### src/rtl/umi_pkg.sv
/* UMI command set
   command encodings, packet field types and atomic opcodes */
`default_nettype none

package umi_pkg;

   localparam int umi_cmd_w  = 8;   // command field width
   localparam int umi_data_w = 32;  // single word payload

   // bit 0 = response, [3:0] = class, [7:4] = atomic opcode
   typedef logic [umi_cmd_w-1:0]  umi_cmd_t;
   typedef logic [umi_data_w-1:0] umi_data_t;

   // request commands
   localparam umi_cmd_t umi_invalid       = 8'h00;
   localparam umi_cmd_t umi_req_read      = 8'h02;
   localparam umi_cmd_t umi_req_posted    = 8'h04;
   localparam umi_cmd_t umi_req_write_ack = 8'h06;
   localparam umi_cmd_t umi_req_atomic    = 8'h08;  // class nibble, opcode above

   // full atomic commands, opcode in high nibble
   localparam umi_cmd_t umi_req_atomic_add  = 8'h08;
   localparam umi_cmd_t umi_req_atomic_and  = 8'h18;
   localparam umi_cmd_t umi_req_atomic_or   = 8'h28;
   localparam umi_cmd_t umi_req_atomic_xor  = 8'h38;
   localparam umi_cmd_t umi_req_atomic_max  = 8'h48;
   localparam umi_cmd_t umi_req_atomic_min  = 8'h58;
   localparam umi_cmd_t umi_req_atomic_maxu = 8'h68;
   localparam umi_cmd_t umi_req_atomic_minu = 8'h78;
   localparam umi_cmd_t umi_req_atomic_swap = 8'h88;

   // response commands
   localparam umi_cmd_t umi_resp_read  = 8'h03;  // read data / atomic old word
   localparam umi_cmd_t umi_resp_write = 8'h07;  // write ack, no data
   localparam umi_cmd_t umi_resp_err   = 8'h0F;  // anything not handled

   // atomic opcodes, value = high nibble of command
   typedef enum logic [3:0] {
      umi_atomic_add  = 4'd0,
      umi_atomic_and  = 4'd1,
      umi_atomic_or   = 4'd2,
      umi_atomic_xor  = 4'd3,
      umi_atomic_max  = 4'd4,  // signed
      umi_atomic_min  = 4'd5,  // signed
      umi_atomic_maxu = 4'd6,
      umi_atomic_minu = 4'd7,
      umi_atomic_swap = 4'd8
   } umi_atomic_op_t;

endpackage

`default_nettype wire

### src/rtl/mem_pkg.sv
/* shared memory definitions
   word array size, address type and arbiter client count */
`default_nettype none

package mem_pkg;

   localparam int mem_depth  = 256;              // words
   localparam int mem_addr_w = $clog2(mem_depth);
   localparam int mem_ports  = 2;                // arbiter clients, port a and b

   // word address, one UMI word per entry
   typedef logic [mem_addr_w-1:0] mem_addr_t;

   // storage word, same width as a UMI data word
   typedef umi_pkg::umi_data_t mem_data_t;

endpackage

`default_nettype wire

### src/rtl/umi_decode.sv
/* UMI command decoder
   combinational class flags and atomic opcode from one command byte */
`timescale 1ns/1ns
`default_nettype none

module umi_decode (
   input  umi_pkg::umi_cmd_t       command,
   output logic                    cmd_invalid,      // all zero command
   output logic                    cmd_request,
   output logic                    cmd_response,
   output logic                    cmd_read,
   output logic                    cmd_write_posted,
   output logic                    cmd_write_ack,
   output logic                    cmd_atomic,       // any read-modify-write
   output umi_pkg::umi_atomic_op_t cmd_atomic_op,
   output logic                    cmd_supported     // endpoint can serve it
);

   import umi_pkg::*;

   logic op_in_range;  // opcode 0..8 only

   assign cmd_invalid  = (command == umi_invalid);

   // direction from bit 0
   assign cmd_request  = ~command[0] & ~cmd_invalid;
   assign cmd_response =  command[0] & ~cmd_invalid;

   // plain classes need the whole byte, no flavours here
   assign cmd_read         = (command == umi_req_read);
   assign cmd_write_posted = (command == umi_req_posted);
   assign cmd_write_ack    = (command == umi_req_write_ack);

   // atomic class by low nibble, opcode above
   assign cmd_atomic    = (command[3:0] == umi_req_atomic[3:0]);
   assign cmd_atomic_op = umi_atomic_op_t'(command[7:4]);
   assign op_in_range   = (command[7:4] <= 4'd8);

   // responses and unknown classes fall out here
   assign cmd_supported = cmd_read
                        | cmd_write_posted
                        | cmd_write_ack
                        | (cmd_atomic & op_in_range);

endmodule

`default_nettype wire

### src/rtl/umi_atomic_alu.sv
/* atomic ALU
   new memory word from the old word and the request operand */
`timescale 1ns/1ns
`default_nettype none

module umi_atomic_alu (
   input  umi_pkg::umi_atomic_op_t op,
   input  umi_pkg::umi_data_t      old_data,  // word read from memory
   input  umi_pkg::umi_data_t      operand,   // request data
   output umi_pkg::umi_data_t      new_data   // word to write back
);

   import umi_pkg::*;

   logic gt_s;  // old > operand, signed
   logic gt_u;  // old > operand, unsigned

   assign gt_s = ($signed(old_data) > $signed(operand));
   assign gt_u = (old_data > operand);

   always_comb begin
      case (op)
         umi_atomic_add:  new_data = old_data + operand;  // wraps
         umi_atomic_and:  new_data = old_data & operand;
         umi_atomic_or:   new_data = old_data | operand;
         umi_atomic_xor:  new_data = old_data ^ operand;
         umi_atomic_max:  new_data = gt_s ? old_data : operand;
         umi_atomic_min:  new_data = gt_s ? operand : old_data;
         umi_atomic_maxu: new_data = gt_u ? old_data : operand;
         umi_atomic_minu: new_data = gt_u ? operand : old_data;
         umi_atomic_swap: new_data = operand;  // old word goes back in response
         // opcodes 9..15 never get here, keep memory as is
         default:         new_data = old_data;
      endcase
   end

endmodule

`default_nettype wire

### src/rtl/umi_endpoint.sv
/* UMI memory endpoint
   one request in flight, memory access via arbiter, single response */
`timescale 1ns/1ns
`default_nettype none

module umi_endpoint (
   input  logic               clk,
   input  logic               rst_n,
   input  logic               req_valid,
   output logic               req_ready,
   input  umi_pkg::umi_cmd_t  req_cmd,
   input  mem_pkg::mem_addr_t req_addr,
   input  umi_pkg::umi_data_t req_data,
   output logic               resp_valid,
   input  logic               resp_ready,
   output umi_pkg::umi_cmd_t  resp_cmd,
   output umi_pkg::umi_data_t resp_data,
   output logic               mem_req,
   input  logic               mem_gnt,    // access happens on this edge
   output logic               mem_we,
   output mem_pkg::mem_addr_t mem_addr,
   output umi_pkg::umi_data_t mem_wdata,
   input  umi_pkg::umi_data_t mem_rdata   // one cycle after granted read
);

   import umi_pkg::*;
   import mem_pkg::*;

   typedef enum logic [2:0] {
      st_idle, st_mem_read, st_read_wait, st_mem_write, st_respond
   } ep_state_t;

   ep_state_t state_q, state_d;

   umi_cmd_t       cmd_q;    // held command
   mem_addr_t      addr_q;
   umi_data_t      data_q;   // write data, operand, then atomic result
   umi_cmd_t       dec_cmd;
   logic           is_read, is_posted, is_ack, is_atomic, is_supported;
   umi_atomic_op_t atomic_op;
   umi_data_t      alu_result;
   logic           accept;

   // decode live command while idle, held one afterwards
   assign dec_cmd = (state_q == st_idle) ? req_cmd : cmd_q;

   umi_decode u_decode (
      .command          (dec_cmd),
      .cmd_invalid      (),
      .cmd_request      (),
      .cmd_response     (),
      .cmd_read         (is_read),
      .cmd_write_posted (is_posted),
      .cmd_write_ack    (is_ack),
      .cmd_atomic       (is_atomic),
      .cmd_atomic_op    (atomic_op),
      .cmd_supported    (is_supported)
   );

   umi_atomic_alu u_alu (
      .op       (atomic_op),
      .old_data (mem_rdata),
      .operand  (data_q),
      .new_data (alu_result)
   );

   assign req_ready  = (state_q == st_idle);
   assign accept     = req_valid & req_ready;
   assign resp_valid = (state_q == st_respond);

   // memory side, request held until granted
   assign mem_req   = (state_q == st_mem_read) | (state_q == st_mem_write);
   assign mem_we    = (state_q == st_mem_write);
   assign mem_addr  = addr_q;
   assign mem_wdata = data_q;

   always_comb begin
      state_d = state_q;
      case (state_q)
         st_idle: if (req_valid) begin
            if (!is_supported)            state_d = st_respond;  // error, no access
            else if (is_read | is_atomic) state_d = st_mem_read;
            else                          state_d = st_mem_write;
         end
         st_mem_read:  if (mem_gnt) state_d = st_read_wait;
         st_read_wait: state_d = is_atomic ? st_mem_write : st_respond;
         st_mem_write: if (mem_gnt) state_d = is_posted ? st_idle : st_respond;
         st_respond:   if (resp_ready) state_d = st_idle;  // hold under back-pressure
         default:      state_d = st_idle;
      endcase
   end

   always_ff @(posedge clk) begin
      if (!rst_n) state_q <= st_idle;
      else        state_q <= state_d;
   end

   // payload, no reset
   always_ff @(posedge clk) begin
      if (accept) begin
         cmd_q     <= req_cmd;
         addr_q    <= req_addr;
         data_q    <= req_data;
         resp_data <= '0;  // ack and error carry zero
         if (!is_supported)            resp_cmd <= umi_resp_err;
         else if (is_read | is_atomic) resp_cmd <= umi_resp_read;
         else if (is_ack)              resp_cmd <= umi_resp_write;
         else                          resp_cmd <= umi_invalid;  // posted, never sent
      end
      if (state_q == st_read_wait) begin
         resp_data <= mem_rdata;   // old word for atomics too
         data_q    <= alu_result;  // write-back value, only used by atomics
      end
   end

endmodule

`default_nettype wire

### config.mk
export PLATFORM = sky130hd
export DESIGN_NAME = umi_endpoint
export DESIGN_NICKNAME = d
export VERILOG_FILES = /design/src/rtl/umi_pkg.sv /design/src/rtl/mem_pkg.sv /design/src/rtl/umi_decode.sv /design/src/rtl/umi_atomic_alu.sv /design/src/rtl/umi_endpoint.sv
export SDC_FILE = /design/constraint.sdc
export NUM_CORES = 1
export LEC_CHECK = 0
export ABC_AREA = 0
export BUFFER_PORTS_ARGS = -buffer_cell sky130_fd_sc_hd__clkbuf_2
export CORE_ASPECT_RATIO = 1.5
export CORE_MARGIN = 5
export CORE_UTILIZATION = 50
export CTS_CLUSTER_DIAMETER = 60
export DETAILED_ROUTE_END_ITERATION = 10
export PLACE_DENSITY = 0.85
export REMOVE_ABC_BUFFERS = 1
export SLEW_MARGIN = 15
export SYNTH_ARGS = -nofsm -noshare
export SYNTH_HDL_FRONTEND = slang
export SYNTH_SLANG_ARGS = --single-unit
### constraint.sdc
create_clock -name clk -period 4.35 [get_ports clk]
set_input_delay 0.87 -clock clk [delete_from_list [all_inputs] [get_ports clk]]
set_output_delay 0.87 -clock clk [all_outputs]
set_load 0.01 [all_outputs]
==> reports/metrics.cfg <==
[sta]
max_freq_mhz=277
tns_ps=0
max-slew-margin-rel_pct=33.4
slew_violations=0
worst_clock_skew_ps=13.1
rsz0062_at_grt=no
period_needed_ps=3610
period_share_pct=83.0
worst_pin_slew_ps=999
final-hold-violation-count=0
setup_viol_count_final=0

[detailed_routing]
drc_errors=0
vias=7104
drtIter0Drc=528
postRouteAntennaNets=0
vias_per_cell=5.84
finalWirelength_um=22100
wl_per_cell_um=18.1
first_pass_iters=8

[clock_network]
cts.sinks=86
h-tree-depth=3
cts_setup_buffers=0
cts-root-buf=clkbuf_16
cts_resized=0
cts_buffers=9
cts_tree=done
cts_buffer_depth=2
path_clk_slew_ps=70
postCtsHoldBufs=0
clk_latency_ps=350

[layout]
area_growth_pct=15.8
fin_util_pct=58.7
layout-drive-gt1-share_pct=22.0
nets=1195
fill_cells=1397
diodes=0

[logic_synthesis]
syn_avg_cell_area_um2=8.66
ys_seq_area_share_pct=33.4
synth_compound_gate_area_share_pct=24.5
synth.distinct_cells=75
synth_cells=883
synthFlopType=edfxtp_1
yosys_warnings=0
yosys.area_share.simple_pct=14.8
synthAdderAreaFrac_pct=16.0
ys_ff_latch=86
synth_top_family_by_area=compound AO/OA/AOI/OAI gates
async_flop_share_pct=0
ys_top_cells_by_area=edfxtp_1 33%, ha_1 16%, a21oi_1 4.8%
synth_top_area_share_pct=32.6
synth_edf_count=83
netlist_top_cells_count=96 x ha_1, 88 x nor2_1, 83 x edfxtp_1
yosys.area_share.xor_xnor_pct=2.41
yosys-mux-area-fraction_pct=1.01
synth_area_mm2=0.00764
yosysMostFrequentCell=ha_1
synth_top_area_cell=edfxtp_1

[floorplan]
dieHeight_um=161
core-area_mm2=0.0151
initial_core_util_pct=50.7
io_pins=169
row_count=55
die-area_mm2=0.0179
die_w_um=111

[worst_setup_path]
endpoint_kind=flop
cp-start-kind=input pin
required_ps=4350
cp.arrival_ps=3610
crit_type=input pin to flop
crit_path_max_fanout=23

[pwr]
leakagePower_nw=4.04
power.density_mw_per_mm2=309
irDropWorstVdd_uv=193

[grt]
grt_pass1_wl_um=35500
grt_util_all_layers_pct=24.2
grt_pass1_vias=7257
globalRoute.totalOverflow=0
grt_start_max_net_pins=48
antenna_found_initial=0

[min_path]
min_path_type=flop to flop

[placement]
dp_hpwl_um=16600
io_buffers=164
routabilityCongestion=0.956

[run_status]
status=finished clean

[flow_run]
drv_cap=0

[per-layer routing]
metal	wire [µm]	share of wire [%]	global-route usage (%)	up-vias
met1	8570	39	27.2	3338
met3	1250	5.6	3.86	74
met5	0	0	0	-
met2	11300	51	44.4	279
li1	-	-	-	3413
met4	963	4.4	11.6	0
[state kept, by name, indices dropped and copies added, names as in the netlist]
register,count
cmd_q,8
mem_addr,8
mem_wdata,32
resp_cmd,3
resp_data,32
state_q,3
[logic make-up (layout without fill, tap and decap cells)]
kind of cell    Yosys count  in the layout
simple gates            244            244
compound gates          284            284
other cells               1              4
fa+ha+maj                97             97
flops                    86             86
xor+xnor                 21             21
mux                       7              7
buf+inv                 143            275
[worst paths after layout]
kind / to / from / slack (ps) / cells past startpoint
min reg2reg: state_q[1] / state_q[2] / 640 / 1
max reg2reg: mem_wdata[24] / mem_wdata[15] / 960 / 11
min: state_q[1] / state_q[2] / 640 / 1
max: mem_wdata[24] / mem_rdata[15] / 740 / 12
[metrics by stage]
| stage | hold WS [ps] | worst slack, ps | area [µm²] | power, mW | cells |
|---|---|---|---|---|---|
| 5_1_grt | 669 | 670 | 8850 | 2.87 | 1217 |
| 4_1_cts | 640 | 801 | 8850 | 2.73 | 1217 |
| 3_5_place_dp | 616 | 450 | 8550 | 1.94 | 1201 |
| 3_3_place_gp | 618 | 543 | 8550 | 1.92 | 1201 |
| 2_1_floorplan | 533 | -204 | 7350 | 1.63 | 823 |
| 6_report | 636 | 740 | 8850 | 2.73 | 1217 |
[worst max-delay path, stage by stage]
cell and delay, ps:
clkbuf_2 120, inv_1 60, ha_1 400, nor4_1 510, and2_1 250, o21ai_0 130
a41o_1 240, a311o_1 260, o211ai_1 100, xnor2_1 130, a21oi_4 160, buf_4 360
[area by class of cell]
cell class	count	area [µm²]	share of cell area [%]
well taps	199	249	2.81
multi-input cells	657	4520	51.0
clock buffers	9	225	2.54
flip-flops and latches	86	2550	28.8
repair buffers	179	933	10.5
clock inverters	7	75.1	0.848
inverters	80	300	3.39
[cells in the final DEF, fill, tap and decap left out, types with 3 or more instances in the layout]
| cell | instances |
|---|---|
| buf_4 | 15 |
| nand4_1 | 5 |
| nor4_1 | 10 |
| a221o_1 | 6 |
| o41ai_2 | 3 |
| o21ai_1 | 26 |
| a31oi_1 | 9 |
| a22oi_1 | 4 |
| inv_8 | 3 |
| conb_1 | 4 |
| ha_1 | 96 |
| clkbuf_2 | 164 |
| a21o_1 | 15 |
| inv_1 | 80 |
| o22ai_1 | 10 |
| nor3b_1 | 3 |
| o211ai_1 | 6 |
| nor2b_1 | 8 |
| a311oi_1 | 3 |
| and2_1 | 3 |
| a21oi_1 | 72 |
| xnor2_1 | 17 |
| mux2_2 | 3 |
| edfxtp_1 | 83 |
| nand2_1 | 76 |
| o21ai_0 | 55 |
| nand3b_1 | 5 |
| o21bai_1 | 7 |
| o31ai_1 | 4 |
| nor2_1 | 88 |
| a221oi_1 | 15 |
| xor2_1 | 4 |
| nor3_1 | 7 |
| a211oi_1 | 12 |
| o21a_1 | 10 |
| nand2b_1 | 10 |
| clkbuf_16 | 9 |
| dfxtp_1 | 3 |
| mux2i_1 | 3 |
| nand3_1 | 14 |
[where the power goes]
part	internal (mW)	switching (mW)
logic	0.337	0.576
registers	0.983	0.0375
clock network	0.408	0.391
(Power assumes the default switching activity.)
