### src/rtl/umi_pkg.sv
/* UMI command set
   command encodings, packet field types and atomic opcodes */
`default_nettype none

package umi_pkg;

   localparam int umi_cmd_w  = 8;   // command field width
   localparam int umi_data_w = 32;  // single word payload

   // bit 0 = response, [3:0] = class, [7:4] = atomic opcode
   typedef logic [umi_cmd_w-1:0]  umi_cmd_t;
   typedef logic [umi_data_w-1:0] umi_data_t;

   // request commands
   localparam umi_cmd_t umi_invalid       = 8'h00;
   localparam umi_cmd_t umi_req_read      = 8'h02;
   localparam umi_cmd_t umi_req_posted    = 8'h04;
   localparam umi_cmd_t umi_req_write_ack = 8'h06;
   localparam umi_cmd_t umi_req_atomic    = 8'h08;  // class nibble, opcode above

   // full atomic commands, opcode in high nibble
   localparam umi_cmd_t umi_req_atomic_add  = 8'h08;
   localparam umi_cmd_t umi_req_atomic_and  = 8'h18;
   localparam umi_cmd_t umi_req_atomic_or   = 8'h28;
   localparam umi_cmd_t umi_req_atomic_xor  = 8'h38;
   localparam umi_cmd_t umi_req_atomic_max  = 8'h48;
   localparam umi_cmd_t umi_req_atomic_min  = 8'h58;
   localparam umi_cmd_t umi_req_atomic_maxu = 8'h68;
   localparam umi_cmd_t umi_req_atomic_minu = 8'h78;
   localparam umi_cmd_t umi_req_atomic_swap = 8'h88;

   // response commands
   localparam umi_cmd_t umi_resp_read  = 8'h03;  // read data / atomic old word
   localparam umi_cmd_t umi_resp_write = 8'h07;  // write ack, no data
   localparam umi_cmd_t umi_resp_err   = 8'h0F;  // anything not handled

   // atomic opcodes, value = high nibble of command
   typedef enum logic [3:0] {
      umi_atomic_add  = 4'd0,
      umi_atomic_and  = 4'd1,
      umi_atomic_or   = 4'd2,
      umi_atomic_xor  = 4'd3,
      umi_atomic_max  = 4'd4,  // signed
      umi_atomic_min  = 4'd5,  // signed
      umi_atomic_maxu = 4'd6,
      umi_atomic_minu = 4'd7,
      umi_atomic_swap = 4'd8
   } umi_atomic_op_t;

endpackage

`default_nettype wire

### src/rtl/mem_pkg.sv
/* shared memory definitions
   word array size, address type and arbiter client count */
`default_nettype none

package mem_pkg;

   localparam int mem_depth  = 256;              // words
   localparam int mem_addr_w = $clog2(mem_depth);
   localparam int mem_ports  = 2;                // arbiter clients, port a and b

   // word address, one UMI word per entry
   typedef logic [mem_addr_w-1:0] mem_addr_t;

   // storage word, same width as a UMI data word
   typedef umi_pkg::umi_data_t mem_data_t;

endpackage

`default_nettype wire

### src/rtl/mem_arbiter.sv
/* round-robin memory arbiter
   two endpoint requests onto one SRAM port, combinational grant */
`timescale 1ns/1ns
`default_nettype none

module mem_arbiter (
   input  logic               clk,
   input  logic               rst_n,
   input  logic               req_a,
   input  logic               req_b,
   output logic               gnt_a,
   output logic               gnt_b,
   input  logic               we_a,
   input  logic               we_b,
   input  mem_pkg::mem_addr_t addr_a,
   input  mem_pkg::mem_addr_t addr_b,
   input  umi_pkg::umi_data_t wdata_a,
   input  umi_pkg::umi_data_t wdata_b,
   output logic               sram_en,
   output logic               sram_we,
   output mem_pkg::mem_addr_t sram_addr,
   output umi_pkg::umi_data_t sram_wdata
);

   import mem_pkg::*;

   logic                 prio_q;   // 0 favours a, 1 favours b
   logic [mem_ports-1:0] req_vec;  // {b, a}
   logic [mem_ports-1:0] gnt_vec;

   assign req_vec = {req_b, req_a};

   // winner takes it when alone or when it holds priority
   assign gnt_vec[0] = req_vec[0] & (~req_vec[1] | ~prio_q);
   assign gnt_vec[1] = req_vec[1] & (~req_vec[0] |  prio_q);

   assign gnt_a = gnt_vec[0];
   assign gnt_b = gnt_vec[1];

   // point away from last winner
   always_ff @(posedge clk) begin
      if (!rst_n)        prio_q <= 1'b0;
      else if (|gnt_vec) prio_q <= gnt_vec[0];
   end

   // mux winner onto SRAM, b only when granted
   assign sram_en    = |gnt_vec;
   assign sram_we    = gnt_vec[1] ? we_b : (gnt_vec[0] & we_a);
   assign sram_addr  = gnt_vec[1] ? addr_b : addr_a;
   assign sram_wdata = gnt_vec[1] ? wdata_b : wdata_a;

endmodule

`default_nettype wire

### config.mk
export PLATFORM = sky130hd
export DESIGN_NAME = mem_arbiter
export DESIGN_NICKNAME = d
export VERILOG_FILES = /design/src/rtl/umi_pkg.sv /design/src/rtl/mem_pkg.sv /design/src/rtl/mem_arbiter.sv
export SDC_FILE = /design/constraint.sdc
export NUM_CORES = 1
export LEC_CHECK = 0
export ABC_AREA = 1
export ABC_CLOCK_PERIOD_IN_PS = 1400
export BUFFER_PORTS_ARGS = -buffer_cell sky130_fd_sc_hd__buf_2
export CORE_UTILIZATION = 26
export DETAILED_ROUTE_END_ITERATION = 6
export PLACE_DENSITY = 0.85
export SLEW_MARGIN = 10
export SYNTH_ARGS = -nofsm -noshare
export SYNTH_HDL_FRONTEND = slang
export SYNTH_SLANG_ARGS = --single-unit
### constraint.sdc
create_clock -name clk -period 1.4 [get_ports clk]
set_input_delay 0.42 -clock clk [delete_from_list [all_inputs] [get_ports clk]]
set_output_delay 0.42 -clock clk [all_outputs]
set_load 0.02 [all_outputs]
==> impl_metrics.yaml, run 1 <==
drt:
  drt_wl_total_um: 3850
  dr.pass1.iters: 4
  drt-initial-drc-count: 8
  drc: 0
  viasPerCell: 4.87
  drtAntennaViolNets: 0
  wl_per_cell_um: 12.5
  via_count: 1500
sta:
  post-route-min-period_ps: 1570
  fin_crit_sh_pct: 112
  setup_tns_ps: -5280
  rsz0062_at_grt: "true"
  hold_viol: 0
  relSlewSlack_pct: 87.1
  finClkSkew_ps: 0
  fin_ws_ps: -168
  setup_violations: 43
  drv_slew: 0
  worst_pin_slew_ps: 191
  max_freq_mhz: 638
yosys:
  synth_nets: 234
  netlist_area_um2: 678
  ys_types: 11
  syn_inst: 148
  yosysWarnings: 0
  ys_ff_latch: 1
  ys_seq_area_share_pct: 2.95
  syn_area_per_cell_um2: 4.58
placement:
  gp_congestion: 0.825
  port_buffers: 129
  hpwl_um: 2480
  dp_cells: 303
grt:
  grt_pass1_vias: 1120
  grt_max_degree: 19
  antenna_found_initial: 0
  grtUsageTotal_pct: 21.6
  grt_first_pass_wirelength_um: 4670
  overflow: 0
clocking:
  insertion_delay_ps: 0
  clk_pin_slew_ps: 0
  ctsHoldBuffers: 0
run_status:
  status: "complete, but fails checks"
  violations: "setup timing"
setup_path:
  crit_path_end_kind: "output pin"
  critPathMaxFanout: 12
  arrival_ps: 1150
  worstPathRequired_ps: 980
  rr_worst_depth: 6
  startpoint_type: "input pin"
  worstSetupPathType: "in -> out"
floorplan:
  fp.coreArea_um2: 2480
  ios: 130
  initial_core_util_pct: 27.4
  die_w_um: 53.1
  rows: 18
  dieArea_um2: 2820
  fp.dieH_um: 53.1
run:
  drv_cap: 0
final_layout:
  nets: 366
  fillCellCount: 185
  drive_gt1_share_pct: 80.2
  num_antenna_cells: 0
  reg_top3: "prio_q x1"
  most-common-layout-cells: "87 x buf_2, 64 x nand2_2, 30 x nand3_1, 26 x buf_6"
  finalNonFillerCells: 308
  area_delta_synth_final_pct: 192
  top_register: "prio_q"
  largest_register_ffs: 1
  layout_commonest_cell: "buf_2"
worst_hold_path:
  hp-class: "in -> reg"
  hold_depth: 3
pwr:
  vdd_drop_max_v: 0.000415
  powerDensity_nw_per_um2: 469
  p_leak_nw: 1.12
-- repair_timing --
action                     4_1_cts  5_1_grt
gates resized for setup         54       63
pin swaps                        1        4
gates cloned                     4        0
setup endpoints to repair       44       44
buffers inserted                 3        1
-- routing by layer --
metal  GRT usage, %  share of wire [%]  vias to the layer above
met3           1.72                6.1                        4
met2           44.5                 57                       63
met4           1.75               0.78                        0
li1               -                  -                      737
met5              0                  0                        -
met1           24.1                 36                      696
-- final timing paths --
path	slack [ps]	startpoint	to
worst max register to register	370	prio_q	prio_q
worst max-delay path	-170	req_a	sram_wdata[27]
worst min-delay path	720	rst_n	prio_q
worst min register to register	740	prio_q	prio_q
-- cell type report --
cell class | instances | area, um^2 | area share (%)
inverter | 3 | 11.3 | 0.569
multi-input combinational | 131 | 818 | 41.4
sequential | 1 | 20.0 | 1.01
tap | 30 | 37.5 | 1.90
timing repair buffer | 143 | 1090 | 55.2
-- cells in the mapped netlist --
| library cell | number | area (um^2) |
|---|---|---|
| nand2_1 | 84 | 315 |
| inv_1 | 3 | 11.3 |
| nand2_4 | 1 | 11.3 |
| buf_2 | 9 | 45.0 |
| nand2_2 | 1 | 6.26 |
| nor2_1 | 1 | 3.75 |
| dfxtp_1 | 1 | 20.0 |
| a21oi_1 | 1 | 5.00 |
| buf_6 | 4 | 45.0 |
| nand3_1 | 42 | 210 |
| o21ai_0 | 1 | 5.00 |
-- kinds of logic after synthesis --
family                 after synthesis  synth area share (%)
AND/OR/NAND/NOR                    129                  80.6
buffers and inverters               16                  14.9
flip-flops                           1                  2.95
AO/OA/AOI/OAI                        2                  1.47
-- where the power goes --
group          switching [mW]  internal, mW
clock network               0             0
logic                   0.457         0.439
registers             0.00123        0.0312
total                   0.458         0.470
-- through the flow --
step	utilization (%)	power, mW	instance area [um^2]	setup slack (ps)	hold WS (ps)
floorplan	-	0.424	787	-15.9	553
global placement	60.9	0.684	1510	-205	627
detailed placement	60.9	0.695	1510	-234	684
CTS	72.2	0.838	1790	-150	683
global route	79.8	0.989	1980	-195	753
finish	79.8	0.928	1980	-168	718
-- worst max-delay path: stages --
cell and delay, ps:
buf_8 110, nand2_8 90, nand2_8 80, buf_12 160, nand2_1 80, nand2_2 50, buf_2 150
Power figures use the tool's default switching activity.
==> run 2, diff against run 1 <==
- CELL_PAD_IN_SITES_DETAIL_PLACEMENT: default -> 0
- CELL_PAD_IN_SITES_GLOBAL_PLACEMENT: default -> 1
- CORE_UTILIZATION: 26 -> 12
- PLACE_DENSITY: 0.85 -> 0.8
==> impl_metrics.yaml, run 2 (synthesis results as in run 1) <==
pwr:
  vdd_drop_max_v: 0.000118
  switching_share_pct: 49.8
  powerDensity_nw_per_um2: 453
  p_leak_nw: 1.13
  power.switching_mw: 0.443
  pwr-share-clk_pct: 0
  pwr-share-seq_pct: 3.6
  internal-power_mw: 0.446
  comb_power_share_pct: 96.4
setup_path:
  worstPathRequired_ps: 980
  arrival_ps: 1150
  cp_cell_sequence: "buf_8 -> nand2_8 -> nand2_8 -> buf_12 -> nand2_1 -> nand2_2 -> buf_4"
  startpoint_type: "input pin"
  max_stage_delay_ps: 160
  crit_path_end_kind: "output pin"
  critPathMaxFanout: 23
  cp_common_cell: "nand2_8"
  critPathSlowestCell: "buf_12"
  worstSetupPathType: "in -> out"
placement:
  hpwl_um: 2680
  postPlaceCellArea_um2: 1580
  gp_congestion: 0.711
  dp_cells: 347
  port_buffers: 129
drt:
  dr.pass1.iters: 4
  drtAntennaViolNets: 0
  wl_per_cell_um: 10.9
  via_count: 1432
  drc: 0
  drt-initial-drc-count: 41
  viasPerCell: 4.08
  drt_wl_total_um: 3820
floorplan:
  fp.dieH_um: 77.2
  ios: 130
  die_w_um: 77.2
  dieArea_um2: 5960
  fp.coreArea_um2: 5470
  initial_core_util_pct: 12.4
  rows: 27
sta:
  hold_viol: 0
  max_freq_mhz: 636
  fin_ws_ps: -171
  rsz0062_at_grt: "true"
  setup_violations: 43
  finClkSkew_ps: 0
  relSlewSlack_pct: 88.6
  drv_slew: 0
  post-route-min-period_ps: 1570
  fin_crit_sh_pct: 112
  worst_pin_slew_ps: 171
final_layout:
  nets: 367
  layout_commonest_cell: "buf_2"
  final_design_area_no_fill_um2: 1960
  num_antenna_cells: 0
  most-common-layout-cells: "96 x buf_2, 45 x nand2_2, 41 x nand3_1, 29 x nand2_1, 19 x buf_4"
  final_util_pct: 35.9
  top_register: "prio_q"
  reg_top3: "prio_q x1"
  finalNonFillerCells: 351
  fillCellCount: 583
  area_delta_synth_final_pct: 189
  drive_gt1_share_pct: 73.1
  largest_register_ffs: 1
grt:
  antenna_found_initial: 0
  overflow: 0
  grt_pass1_vias: 1246
  grt_max_degree: 24
  grt_first_pass_wirelength_um: 5320
  grtUsageTotal_pct: 10.4
run:
  drv_cap: 0
clocking:
  cts_setup_buffers: 0
  insertion_delay_ps: 0
  clk_pin_slew_ps: 0
worst_hold_path:
  hp-class: "reg -> reg"
run_status:
  status: "complete, but fails checks"
  violations: "setup timing"
run 2: what timing repair did:
item                       4_1_cts  5_1_grt
cloned                           1        3
hold buffers                     0        0
pin swaps                        1        1
setup endpoints to repair       44       44
gates resized for setup         22       64
run 2: critical path: cells and delay by family:
kind	cells	cell delay [ps]
buf+inv	3	420
simple gates	4	310
run 2: path summary, 6_finish.rpt:
check              start  slack (ps)        endpoint  cells after the start
setup / recovery   req_a        -170  sram_wdata[20]                      7
setup reg to reg  prio_q         300          prio_q                      7
hold / removal    prio_q         660          prio_q                      3
hold reg to reg   prio_q         660          prio_q                      3
run 2: layout make-up:
class | instances | area [um^2] | share of cell area, %
Inverter | 3 | 11.3 | 0.574
Tap cell | 72 | 90.1 | 4.59
Multi-Input combinational cell | 131 | 783 | 39.9
Timing Repair Buffer | 144 | 1060 | 53.9
Sequential cell | 1 | 20.0 | 1.02
run 2: metrics by stage:
step           hold WS (ps)  total power [mW]  setup TNS (ps)  setup WS [ps]
2_1_floorplan           553             0.424            -481          -15.9
3_3_place_gp            638             0.702           -8750           -217
3_5_place_dp            644             0.706           -9160           -224
4_1_cts                 649             0.751           -7000           -176
5_1_grt                 700             0.949           -7630           -218
6_report                655             0.889           -6100           -171
run 2: power groups by stage:
stage	Combinational, mW	Sequential, mW	Clock (mW)
after floorplan	0.391	0.0329	0
after global placement	0.670	0.0321	0
after detailed placement	0.674	0.0322	0
after CTS	0.719	0.0322	0
after global routing	0.917	0.0326	0
final	0.857	0.0321	0
run 2: metal layers:
layer,global-route usage [%],routed length [um],vias to the layer above
met1,10.9,1470,631
li1,-,-,738
met4,1.13,50,0
met5,0,0,-
met3,0.952,201,4
met2,22.3,2100,59
==> run 3, diff against run 2 <==
- CORE_ASPECT_RATIO: default -> 0.8
- CORE_MARGIN: default -> 3
==> impl_metrics.yaml, run 3 (synthesis results as in run 1) <==
grt:
  grt_first_pass_wirelength_um: 5640
  grt_max_degree: 36
  antenna_found_initial: 0
  grtUsageTotal_pct: 9.71
  grt_pass1_vias: 1296
  overflow: 0
floorplan:
  rows: 23
  dieArea_um2: 6600
  die_w_um: 90.1
  fp.dieH_um: 73.2
  fp.coreArea_um2: 5240
  ios: 130
  initial_core_util_pct: 12.9
run_status:
  status: "complete, but fails checks"
  violations: "setup timing"
setup_path:
  worstPathRequired_ps: 980
  regToRegSetupSlack_ps: 440
  r2r_end: "prio_q"
  rr_worst_depth: 6
  reg2reg_from: "prio_q"
  arrival_ps: 1140
  crit_path_end_kind: "output pin"
  critPathMaxFanout: 12
  worstSetupPathType: "in -> out"
  startpoint_type: "input pin"
final_layout:
  nets: 364
  area_delta_synth_final_pct: 195
  drive_gt1_share_pct: 74.3
  finalNonFillerCells: 351
  layout_commonest_cell: "buf_2"
  num_antenna_cells: 0
  fillCellCount: 542
  reg_top3: "prio_q x1"
  most-common-layout-cells: "83 x buf_2, 45 x nand2_2, 40 x nand3_1, 27 x buf_4, 26 x nand2_1"
  top_register: "prio_q"
  largest_register_ffs: 1
pwr:
  p_leak_nw: 1.14
  vdd_drop_max_v: 0.000264
  powerDensity_nw_per_um2: 457
  power_mw: 0.913
sta:
  max_freq_mhz: 642
  fin_ws_ps: -157
  relSlewSlack_pct: 89.2
  finClkSkew_ps: 0
  hold_viol: 0
  hold_slack_ps: 659
  rsz0062_at_grt: "true"
  setup_violations: 43
  worst_pin_slew_ps: 161
  post-route-min-period_ps: 1560
  fin_crit_sh_pct: 111
  drv_slew: 0
drt:
  drt_wl_total_um: 4190
  via_count: 1413
  drtAntennaViolNets: 0
  drc: 0
  drt-initial-drc-count: 34
  wl_per_cell_um: 11.9
  viasPerCell: 4.03
  dr.pass1.iters: 4
worst_hold_path:
  holdCritStartpoint: "prio_q"
  whs_endpoint: "prio_q"
  hold_depth: 3
  hp-class: "reg -> reg"
clocking:
  insertion_delay_ps: 0
  clk_pin_slew_ps: 0
placement:
  gp_congestion: 0.700
  hpwl_um: 2850
  port_buffers: 129
  dp_cells: 347
run:
  drv_cap: 0
==> run 3: changes by cell type in the layout (fill, tap and decap cells not counted), sizes merged <==
cell	previous run	this run
buf	141	138
==> run 3: timing repair <==
item / in CTS / in global routing
hold buffers: 0 / 0
gates resized for setup: 40 / 68
pin swaps: 0 / 2
cloned: 0 / 4
setup buffers: 0 / 0
setup endpoints to repair: 44 / 44
==> run 3: critical path, stage by stage <==
cell	delay, ps
buf_8	110
nand2_8	80
nand2_8	80
clkbuf_16	170
nand2_1	70
nand2_2	50
buf_4	150
==> run 3: final cells by class <==
cell class                 count  area (um^2)  area share [%]
inverter                       3         11.3           0.563
sequential                     1         20.0            1.00
timing repair buffer         141         1060            53.2
multi-input combinational    131          811            40.6
tap                           75         93.8            4.69
==> run 3: power by group <==
group	internal, mW	total [mW]	switching (mW)
clock	0	0	0
sequential	0.0312	0.0320	0.000837
combinational	0.428	0.881	0.453
==> run 3: worst max-delay path by stage <==
stage,cells after the start,from,to
final,7,req_a,sram_wdata[14]
after global routing,7,req_a,sram_wdata[5]
after CTS,7,req_a,sram_wdata[14]
after detailed placement,7,req_a,sram_wdata[14]
after global placement,7,req_a,sram_wdata[8]
after floorplan,4,req_b,sram_addr[2]
==> run 3: per-layer routing <==
layer  share of wire (%)  global-route usage [%]  routed length, um
met1                  43                    11.9               1790
met2                  50                    18.7               2090
met3                 7.4                    1.96                308
met4                   0                       0                  0
met5                   0                       0                  0
==> run 3: metrics by stage <==
step	setup slack (ps)	cell area (um^2)	setup TNS, ps	utilization [%]
3_5_place_dp	-229	1560	-9130	29.7
3_3_place_gp	-221	1560	-8880	29.7
5_1_grt	-191	2000	-6690	38.2
6_report	-157	2000	-5100	38.2
2_1_floorplan	-15.9	787	-481	-
4_1_cts	-186	1670	-7090	31.8
